===== config.mk =====
export PLATFORM = sky130hd
export DESIGN_NAME = ring_node
export DESIGN_NICKNAME = d
export VERILOG_FILES = /design/src/verilog/ring_pkg.sv /design/src/verilog/ring_rx_capture.sv /design/src/verilog/ring_tx_framer.sv /design/src/verilog/ring_node_fsm.sv /design/src/verilog/ring_node.sv
export SDC_FILE = /design/constraint.sdc
export NUM_CORES = 1
export LEC_CHECK = 0
export ABC_AREA = 1
export BUFFER_PORTS_ARGS = -buffer_cell sky130_fd_sc_hd__buf_2
export CAP_MARGIN = 25
export CELL_PAD_IN_SITES_DETAIL_PLACEMENT = 0
export CELL_PAD_IN_SITES_GLOBAL_PLACEMENT = 2
export CORE_ASPECT_RATIO = 1.25
export CORE_MARGIN = 1.5
export CORE_UTILIZATION = 32
export DETAILED_ROUTE_END_ITERATION = 10
export PLACE_DENSITY_LB_ADDON = 0.15
export SETUP_SLACK_MARGIN = 0.15
export SLEW_MARGIN = 30
export SYNTH_ARGS = -nofsm -noshare
export SYNTH_HDL_FRONTEND = slang
export SYNTH_SLANG_ARGS = --single-unit

===== constraint.sdc =====
create_clock -name user_clk -period 3.7 [get_ports user_clk]
set_input_delay 0.555 -clock user_clk [delete_from_list [all_inputs] [get_ports user_clk]]
set_output_delay 0.555 -clock user_clk [all_outputs]
set_load 0.02 [all_outputs]

===== src/verilog/ring_pkg.sv =====
package ring_pkg;

   ////////////////////
   // widths
   localparam int NODE_W    = 10;   // node address and hop counter
   localparam int WORD_W    = 64;   // one stream beat
   localparam int KIND_W    = 2;
   localparam int CMD_ID_W  = 5;
   localparam int FLAGS_W   = 3;
   localparam int PAYLOAD_W = 24;

   ////////////////////
   // frame header, msb first on the wire word
   typedef struct packed {
      logic [KIND_W-1:0]    kind;
      logic [CMD_ID_W-1:0]  cmd_id;
      logic [FLAGS_W-1:0]   flags;
      logic [NODE_W-1:0]    dst;       // all ones is broadcast
      logic [NODE_W-1:0]    src;
      logic [NODE_W-1:0]    step;      // hop count, all ones ends the frame
      logic [PAYLOAD_W-1:0] payload;
   } ring_hdr_t;

   typedef union packed {
      logic [WORD_W-1:0] raw;
      ring_hdr_t         fields;
   } ring_hdr_u;

   // node sequencing
   typedef enum logic [2:0] {
      NOT_RDY, IDLE, RX, EXEC, FORWARD, SEND_H, SEND_D, WAIT_REL
   } node_state_e;

   // what to do with a received frame
   typedef enum logic [1:0] {
      RT_EXEC, RT_FORWARD, RT_DROP
   } ring_route_e;

endpackage


===== src/verilog/ring_rx_capture.sv =====
`timescale 1ns/1ns
module ring_rx_capture (
   input  logic                        user_clk,
   input  logic                        ps_rst_ni,
   input  logic                        rx_valid_i,
   input  logic [ring_pkg::WORD_W-1:0] rx_data_i,
   input  logic                        rx_last_i,
   input  logic [ring_pkg::NODE_W-1:0] node_id_i,
   output logic                        frame_vld_o,
   output ring_pkg::ring_route_e       route_o,
   output ring_pkg::ring_hdr_u         hdr_o,
   output logic [ring_pkg::WORD_W-1:0] data_o
);

   ring_pkg::ring_hdr_u         hdr_q;
   logic [ring_pkg::WORD_W-1:0] data_q;
   logic                        hdr_beat;
   logic                        data_beat;
   logic                        last_step;
   logic                        dst_own;
   logic                        dst_all;
   logic                        src_own;
   ring_pkg::ring_route_e       route_d;

   assign hdr_beat  = rx_valid_i & ~rx_last_i;   // no back-pressure on rx
   assign data_beat = rx_valid_i &  rx_last_i;

   ////////////////////
   // beat storage
   always_ff @(posedge user_clk) begin
      if (hdr_beat) begin
         hdr_q.raw <= rx_data_i;
      end
      if (data_beat) begin
         data_q <= rx_data_i;
      end
   end

   ////////////////////
   // header decode, header is already stored when the data beat lands
   always_comb begin
      last_step = &hdr_q.fields.step;
      dst_own   = (|node_id_i) & (hdr_q.fields.dst == node_id_i);
      dst_all   = &hdr_q.fields.dst;
      src_own   = (hdr_q.fields.src == node_id_i);   // came all the way round
      if (last_step) begin
         route_d = ring_pkg::RT_DROP;
      end else if (dst_own | dst_all | src_own) begin
         route_d = ring_pkg::RT_EXEC;
      end else begin
         route_d = ring_pkg::RT_FORWARD;
      end
   end

   always_ff @(posedge user_clk or negedge ps_rst_ni) begin
      if (!ps_rst_ni) begin
         frame_vld_o <= 1'b0;
         route_o     <= ring_pkg::RT_DROP;
      end else begin
         frame_vld_o <= data_beat;         // one cycle after the data beat
         if (data_beat) begin
            route_o <= route_d;
         end
      end
   end

   assign hdr_o  = hdr_q;
   assign data_o = data_q;

endmodule


===== src/verilog/ring_tx_framer.sv =====
`timescale 1ns/1ns
module ring_tx_framer (
   input  logic                        user_clk,
   input  logic                        ps_rst_ni,
   input  logic                        load_loc_i,
   input  logic                        load_fwd_i,
   input  ring_pkg::ring_hdr_u         loc_hdr_i,
   input  logic [ring_pkg::WORD_W-1:0] loc_data_i,
   input  ring_pkg::ring_hdr_u         fwd_hdr_i,
   input  logic [ring_pkg::WORD_W-1:0] fwd_data_i,
   input  logic                        send_hdr_i,
   input  logic                        send_data_i,
   input  logic                        tx_ready_i,
   output logic                        tx_valid_o,
   output logic [ring_pkg::WORD_W-1:0] tx_data_o,
   output logic                        tx_last_o,
   output logic                        beat_done_o
);

   ring_pkg::ring_hdr_u         fwd_hdr;
   ring_pkg::ring_hdr_u         hdr_buf;
   logic [ring_pkg::WORD_W-1:0] data_buf;
   logic                        send;
   logic                        start;

   ////////////////////
   // forwarded header, one more hop
   always_comb begin
      fwd_hdr             = fwd_hdr_i;
      fwd_hdr.fields.step = fwd_hdr_i.fields.step + 1'b1;
   end

   // frame buffer, local request or captured frame
   always_ff @(posedge user_clk) begin
      if (load_loc_i) begin
         hdr_buf  <= loc_hdr_i;
         data_buf <= loc_data_i;
      end else if (load_fwd_i) begin
         hdr_buf  <= fwd_hdr;
         data_buf <= fwd_data_i;   // data word travels untouched
      end
   end

   ////////////////////
   // beat output
   assign send        = send_hdr_i | send_data_i;
   assign start       = send & ~tx_valid_o;     // open a new beat
   assign beat_done_o = tx_valid_o & tx_ready_i;

   always_ff @(posedge user_clk or negedge ps_rst_ni) begin
      if (!ps_rst_ni) begin
         tx_valid_o <= 1'b0;
         tx_last_o  <= 1'b0;
      end else begin
         if (!send) begin
            // node left the send states, beat is withdrawn
            tx_valid_o <= 1'b0;
         end else if (beat_done_o) begin
            tx_valid_o <= 1'b0;
         end else if (start) begin
            tx_valid_o <= 1'b1;
            tx_last_o  <= send_data_i;   // data beat closes the frame
         end
      end
   end

   // held while waiting on ready
   always_ff @(posedge user_clk) begin
      if (start) begin
         tx_data_o <= send_data_i ? data_buf : hdr_buf.raw;
      end
   end

endmodule


===== src/verilog/ring_node_fsm.sv =====
`timescale 1ns/1ns
module ring_node_fsm #(
   parameter int TIMEOUT_W = 9
) (
   input  logic                  user_clk,
   input  logic                  ps_rst_ni,
   input  logic                  channel_up_i,
   input  logic                  frame_vld_i,
   input  ring_pkg::ring_route_e route_i,
   input  logic                  tx_req_i,
   input  logic                  beat_done_i,
   output logic                  load_loc_o,
   output logic                  load_fwd_o,
   output logic                  send_hdr_o,
   output logic                  send_data_o,
   output logic                  cmd_req_o,
   output logic                  tx_ack_o,
   output logic                  ready_o
);

   ring_pkg::node_state_e state_q;
   ring_pkg::node_state_e state_d;
   logic [TIMEOUT_W-1:0]  time_cnt;
   logic                  busy;
   logic                  time_out;
   logic                  loc_q;        // frame in the framer is a local one
   logic                  ready_q;
   logic                  cmd_req_q;

   assign busy     = (state_q != ring_pkg::NOT_RDY) && (state_q != ring_pkg::IDLE);
   assign time_out = busy & (&time_cnt);   // last busy cycle before the limit

   ////////////////////
   // next state
   always_comb begin
      state_d = state_q;
      case (state_q)
         ring_pkg::NOT_RDY: begin
            if (channel_up_i) state_d = ring_pkg::IDLE;
         end
         ring_pkg::IDLE: begin
            if (frame_vld_i) begin
               state_d = ring_pkg::RX;          // received frame wins
            end else if (tx_req_i) begin
               state_d = ring_pkg::SEND_H;
            end
         end
         ring_pkg::RX: begin
            case (route_i)
               ring_pkg::RT_EXEC:    state_d = ring_pkg::EXEC;
               ring_pkg::RT_FORWARD: state_d = ring_pkg::FORWARD;
               default:              state_d = ring_pkg::IDLE;   // end of life
            endcase
         end
         ring_pkg::EXEC:    state_d = ring_pkg::IDLE;
         ring_pkg::FORWARD: state_d = ring_pkg::SEND_H;
         ring_pkg::SEND_H: begin
            if (beat_done_i) state_d = ring_pkg::SEND_D;
         end
         ring_pkg::SEND_D: begin
            if (beat_done_i) state_d = loc_q ? ring_pkg::WAIT_REL : ring_pkg::IDLE;
         end
         ring_pkg::WAIT_REL: begin
            if (!tx_req_i) state_d = ring_pkg::IDLE;
         end
         default: state_d = ring_pkg::NOT_RDY;
      endcase
      // link loss or a stuck transfer drops the node out of ready
      if (!channel_up_i || time_out) begin
         state_d = ring_pkg::NOT_RDY;
      end
   end

   ////////////////////
   // state and status registers
   always_ff @(posedge user_clk or negedge ps_rst_ni) begin
      if (!ps_rst_ni) begin
         state_q   <= ring_pkg::NOT_RDY;
         time_cnt  <= '0;
         loc_q     <= 1'b0;
         ready_q   <= 1'b0;
         cmd_req_q <= 1'b0;
      end else begin
         state_q <= state_d;
         if (!busy) begin
            time_cnt <= '0;
         end else begin
            time_cnt <= time_cnt + 1'b1;
         end
         if (load_loc_o) begin
            loc_q <= 1'b1;
         end else if (load_fwd_o) begin
            loc_q <= 1'b0;
         end
         ready_q   <= (state_q != ring_pkg::NOT_RDY);
         cmd_req_q <= (state_d == ring_pkg::EXEC);   // pulse while in EXEC
      end
   end

   // framer control
   assign load_loc_o  = (state_q == ring_pkg::IDLE) & ~frame_vld_i & tx_req_i;
   assign load_fwd_o  = (state_q == ring_pkg::FORWARD);
   assign send_hdr_o  = (state_q == ring_pkg::SEND_H);
   assign send_data_o = (state_q == ring_pkg::SEND_D);

   // only local frames reach WAIT_REL
   assign tx_ack_o  = (state_q == ring_pkg::WAIT_REL);
   assign cmd_req_o = cmd_req_q;
   assign ready_o   = ready_q;

endmodule


===== src/verilog/ring_node.sv =====
`timescale 1ns/1ns
module ring_node #(
   parameter int TIMEOUT_W = 9
) (
   input  logic                        user_clk,
   input  logic                        ps_rst_ni,
   // input stream from the upstream neighbor
   input  logic                        rx_valid_i,
   input  logic [ring_pkg::WORD_W-1:0] rx_data_i,
   input  logic                        rx_last_i,
   // output stream to the downstream neighbor
   output logic                        tx_valid_o,
   output logic [ring_pkg::WORD_W-1:0] tx_data_o,
   output logic                        tx_last_o,
   input  logic                        tx_ready_i,
   // local transmit, four phase
   input  logic                        tx_req_i,
   input  logic [ring_pkg::WORD_W-1:0] tx_hdr_i,
   input  logic [ring_pkg::WORD_W-1:0] tx_data_i,
   output logic                        tx_ack_o,
   // commands for this node
   output logic                        cmd_req_o,
   output logic [ring_pkg::WORD_W-1:0] cmd_hdr_o,
   output logic [ring_pkg::WORD_W-1:0] cmd_data_o,
   // status
   input  logic                        channel_up_i,
   input  logic [ring_pkg::NODE_W-1:0] node_id_i,
   output logic                        ready_o
);

   logic                        frame_vld;
   ring_pkg::ring_route_e       route;
   ring_pkg::ring_hdr_u         hdr_q;
   logic [ring_pkg::WORD_W-1:0] data_q;
   logic                        load_loc;
   logic                        load_fwd;
   logic                        send_hdr;
   logic                        send_data;
   logic                        beat_done;

   ////////////////////
   // receive side
   ring_rx_capture u_capture (
      .user_clk    ( user_clk   ),
      .ps_rst_ni   ( ps_rst_ni  ),
      .rx_valid_i  ( rx_valid_i ),
      .rx_data_i   ( rx_data_i  ),
      .rx_last_i   ( rx_last_i  ),
      .node_id_i   ( node_id_i  ),
      .frame_vld_o ( frame_vld  ),
      .route_o     ( route      ),
      .hdr_o       ( hdr_q      ),
      .data_o      ( data_q     )
   );

   ////////////////////
   // transmit side
   ring_tx_framer u_framer (
      .user_clk    ( user_clk   ),
      .ps_rst_ni   ( ps_rst_ni  ),
      .load_loc_i  ( load_loc   ),
      .load_fwd_i  ( load_fwd   ),
      .loc_hdr_i   ( tx_hdr_i   ),   // raw word, read as fields inside
      .loc_data_i  ( tx_data_i  ),
      .fwd_hdr_i   ( hdr_q      ),
      .fwd_data_i  ( data_q     ),
      .send_hdr_i  ( send_hdr   ),
      .send_data_i ( send_data  ),
      .tx_ready_i  ( tx_ready_i ),
      .tx_valid_o  ( tx_valid_o ),
      .tx_data_o   ( tx_data_o  ),
      .tx_last_o   ( tx_last_o  ),
      .beat_done_o ( beat_done  )
   );

   ring_node_fsm #(
      .TIMEOUT_W ( TIMEOUT_W )
   ) u_fsm (
      .user_clk     ( user_clk     ),
      .ps_rst_ni    ( ps_rst_ni    ),
      .channel_up_i ( channel_up_i ),
      .frame_vld_i  ( frame_vld    ),
      .route_i      ( route        ),
      .tx_req_i     ( tx_req_i     ),
      .beat_done_i  ( beat_done    ),
      .load_loc_o   ( load_loc     ),
      .load_fwd_o   ( load_fwd     ),
      .send_hdr_o   ( send_hdr     ),
      .send_data_o  ( send_data    ),
      .cmd_req_o    ( cmd_req_o    ),
      .tx_ack_o     ( tx_ack_o     ),
      .ready_o      ( ready_o      )
   );

   // command words hold until the next capture
   assign cmd_hdr_o  = hdr_q.raw;
   assign cmd_data_o = data_q;

endmodule


==> flow_summary.ini <==
[run_status]
outcome = finished clean

[pwr]
total_power_mw = 9.245
powerDensity_mw_per_mm2 = 533.1
irDropWorstVdd_v = 0.0003539
leakage_nw = 7.619

[clock_network]
cts_htree_levels = 2
setup_repair_bufs_after_cts = 0
buffers_from_clock_root_to_sink_at_most = 3
cts_root_buffer = sky130_fd_sc_hd__clkbuf_16
insertion_delay_ps = 530
cts.reportedPaths.clkPinSlew_ps = 60
cts.sinks = 340
number_of_cts_inserted_buffers = 37
tritoncts_clock_tree = built

[floorplan]
placeableCoreArea_mm2 = 0.04204
placement_rows = 84
die_w_um = 187.4
die_h_um = 233.5
top_level_i_o_count = 406
design.die.area_mm2 = 0.04374
initial_utilization_pct = 32.34

[setup_path]
critical_path_class = flop to flop
timing.critical_path.arrival_ps = 2760
timing.reg2reg.worst_path_depth = 8
cp-end-kind = flop
startpoint_type = flop
timing.critical_path.fanout_max = 55
data_required_critical_path_ps = 4100

[drt]
postRouteWirelength_um = 38450
drt_first_iter_violations = 493
average_detailed_routed_wire_length_per_instance_um = 17.64
drt.antenna.violating_nets = 0
drt_pre_antenna_iters = 5
viasPerCell = 4.372
drc = 0
number_of_vias_after_detailed_routing = 9530

[worst_hold_path]
holdCritPathClass = primary input to flop
worst_hold_path.num_cells = 1

[global_route]
overflow = 0
grt_start_max_net_pins = 83
wire_length_of_the_first_global_routing_pass_um = 56080
groute.usage.overall_pct = 17.23
grt_pass1_vias = 9449
antenna_violations_before_repair = 12

[sta]
fin_worst_hold_slack_ps = 213.9
setup_viol_count_final = 0
number_of_max_slew_violations_in_the_final_report = 0
postLayoutSetupSlackWorst_ps = 1333
relSlewSlack_pct = 41.18
setup_repair_after_global_routing_missed_its_margin = false
finalClockSkew_ps = 15.82
timing.final.crit_share_pct = 63.99
period_minus_slack_ps = 2367
worst_pin_slew_ps = 880.2
max_freq_ghz = 0.4224
hold_viol_final = 0
fin_setup_tns_ps = 0

[placed_design]
port-buffer-count = 405
dp_hpwl_um = 26830
dpl-instance-area_mm2 = 0.01616
numPlacedInstances = 2112
dpl_worst_slack_ps = 1302
routabilityCongestion = 0.7953

[synthesis]
postSynth.asyncResetShare_pct = 5.882
synth_area_leader_cell = sky130_fd_sc_hd__edfxtp_1
synth_top_flop_cell = sky130_fd_sc_hd__edfxtp_1
syn_avg_cell_area_um2 = 11.54
post_synth_most_frequent_cells = sky130_fd_sc_hd__nand2_1 (617), sky130_fd_sc_hd__edfxtp_1 (320), sky130_fd_sc_hd__inv_1 (51), sky130_fd_sc_hd__nor2_1 (37), sky130_fd_sc_hd__o21ai_0 (28)
synthesis.area_mm2 = 0.01360
cell_types_occupying_the_most_area_after_synthesis = sky130_fd_sc_hd__edfxtp_1 (71%), sky130_fd_sc_hd__nand2_1 (17%), sky130_fd_sc_hd__dfrtp_1 (3.5%), sky130_fd_sc_hd__inv_1 (1.4%), sky130_fd_sc_hd__buf_6 (1.2%)
synth.distinct_cells = 31
synth_edf_count = 320
ys_seq_elements = 340
yosys.cell_count.top_type = sky130_fd_sc_hd__nand2_1
synth_top_area_share_pct = 70.68
yosysWarnings = 0
synth.yosys.seq_area_share_pct = 74.37
syn-num-nets = 1390
syn-instance-count = 1178

[layout]
fin_area_mm2 = 0.01734
design.final.nets = 1805
share_of_the_core_filled_with_cells_in_the_final_layout_pct = 41.25
area_growth_syn_to_layout_pct = 27.56
drive_above_1_share_pct = 29.76
layoutNonFillerInstCount = 2180
filler_cell_count = 4181

[flow_run]
max_cap_viol_count = 0
## cell usage in the layout, fill, tap and decap left out, types with 2 or more instances in the layout
master                      instances
sky130_fd_sc_hd__xnor2_1            5
sky130_fd_sc_hd__xor2_1             3
sky130_fd_sc_hd__bufinv_16          3
sky130_fd_sc_hd__dfrtp_1           19
sky130_fd_sc_hd__nand3_1           16
sky130_fd_sc_hd__buf_12             2
sky130_fd_sc_hd__diode_2            5
sky130_fd_sc_hd__nor2_4             3
sky130_fd_sc_hd__nand4_1            4
sky130_fd_sc_hd__nor2_1            36
sky130_fd_sc_hd__inv_2              3
sky130_fd_sc_hd__inv_1             49
sky130_fd_sc_hd__clkbuf_1           6
sky130_fd_sc_hd__clkbuf_16         39
sky130_fd_sc_hd__nand2_1          617
sky130_fd_sc_hd__edfxtp_1         320
sky130_fd_sc_hd__clkinv_2           8
sky130_fd_sc_hd__clkinv_1           7
sky130_fd_sc_hd__a21oi_1            7
sky130_fd_sc_hd__o21ai_0           28
sky130_fd_sc_hd__ha_1               3
sky130_fd_sc_hd__nor3_1             7
sky130_fd_sc_hd__buf_4             10
sky130_fd_sc_hd__buf_2            405
## area by class of cell
type	instances	area, µm²	share of cell area (%)
clock inverter	17	157.7	0.9090
inverter	56	216.5	1.248
antenna	5	12.51	0.07214
clock buffer	45	998.5	5.757
timing repair buffer	418	2152	12.41
sequential	340	10110	58.30
multi-input combinational	740	2995	17.27
tap	559	699.4	4.033
## repair_timing
item / in CTS / in global routing
hold endpoints to repair: 19 / 0
resized for setup: 0 / 0
hold buffers: 1 / 0
## worst max-delay path, stage by stage (launching register included)
cell and delay [ps]:
sky130_fd_sc_hd__dfrtp_1 410, sky130_fd_sc_hd__inv_2 90, sky130_fd_sc_hd__nand2_2 140, sky130_fd_sc_hd__nor2_4 60
sky130_fd_sc_hd__nand3_4 70, sky130_fd_sc_hd__buf_4 530, sky130_fd_sc_hd__buf_4 630, sky130_fd_sc_hd__nand2_1 120
sky130_fd_sc_hd__nand2_1 90
## state kept, by name, indices dropped and copies added, names as in the netlist
name                   cells
u_framer.hdr_buf          64
u_framer.tx_valid_o        1
u_capture.frame_vld_o      1
u_fsm.loc_q                1
u_fsm.time_cnt             9
u_fsm.state_q              3
u_framer.data_buf         64
u_capture.data_o          64
u_framer.tx_data_o        64
u_capture.route_o          2
u_fsm.ready_o              1
u_fsm.cmd_req_o            1
u_capture.hdr_o           64
u_framer.tx_last_o         1
## routing by layer
metal  share of wire (%)  vias up  track usage [%]
met4                 2.3       16            5.721
met5                0.24        -                0
met1                  39     4395            19.67
li1                    -     4724                -
met2                  50      339            30.02
met3                 8.4       56            6.115
## path summary, 6_finish.rpt
path,endpoint,startpoint,slack (ps)
hold / removal,u_capture.hdr_o[30]$_DFFE_PP_,rx_data_i[30],210
min in group asynchronous,u_fsm.cmd_req_o$_DFF_PN0_,ps_rst_ni,520
max in group asynchronous,u_capture.route_o[1]$_DFFE_PN1P_,ps_rst_ni,2820
setup reg to reg,u_framer.hdr_buf[19]$_DFFE_PP_,u_fsm.state_q[2]$_DFF_PN0_,1330
setup / recovery,u_framer.hdr_buf[19]$_DFFE_PP_,u_fsm.state_q[2]$_DFF_PN0_,1330
hold reg to reg,u_fsm.time_cnt[0]$_DFF_PN0_,u_fsm.time_cnt[0]$_DFF_PN0_,470
## report_power, final
group | total (mW) | switching (mW) | internal (mW)
Sequential | 4.71 | 0.120 | 4.59
Clock | 3.57 | 1.45 | 2.12
Combinational | 0.962 | 0.656 | 0.307
## cells by family (layout without fill, tap and decap cells)
family / after synthesis / after routing / synth area share (%)
compound gates: 40 / 40 / 1.537
buf+inv: 98 / 536 / 3.764
simple gates: 689 / 689 / 19.54
fa+ha+maj: 3 / 3 / 0.2761
other cells: 0 / 5 / 0
xor+xnor: 8 / 8 / 0.5154
flops: 340 / 340 / 74.37
Power figures use the tool's default switching activity.
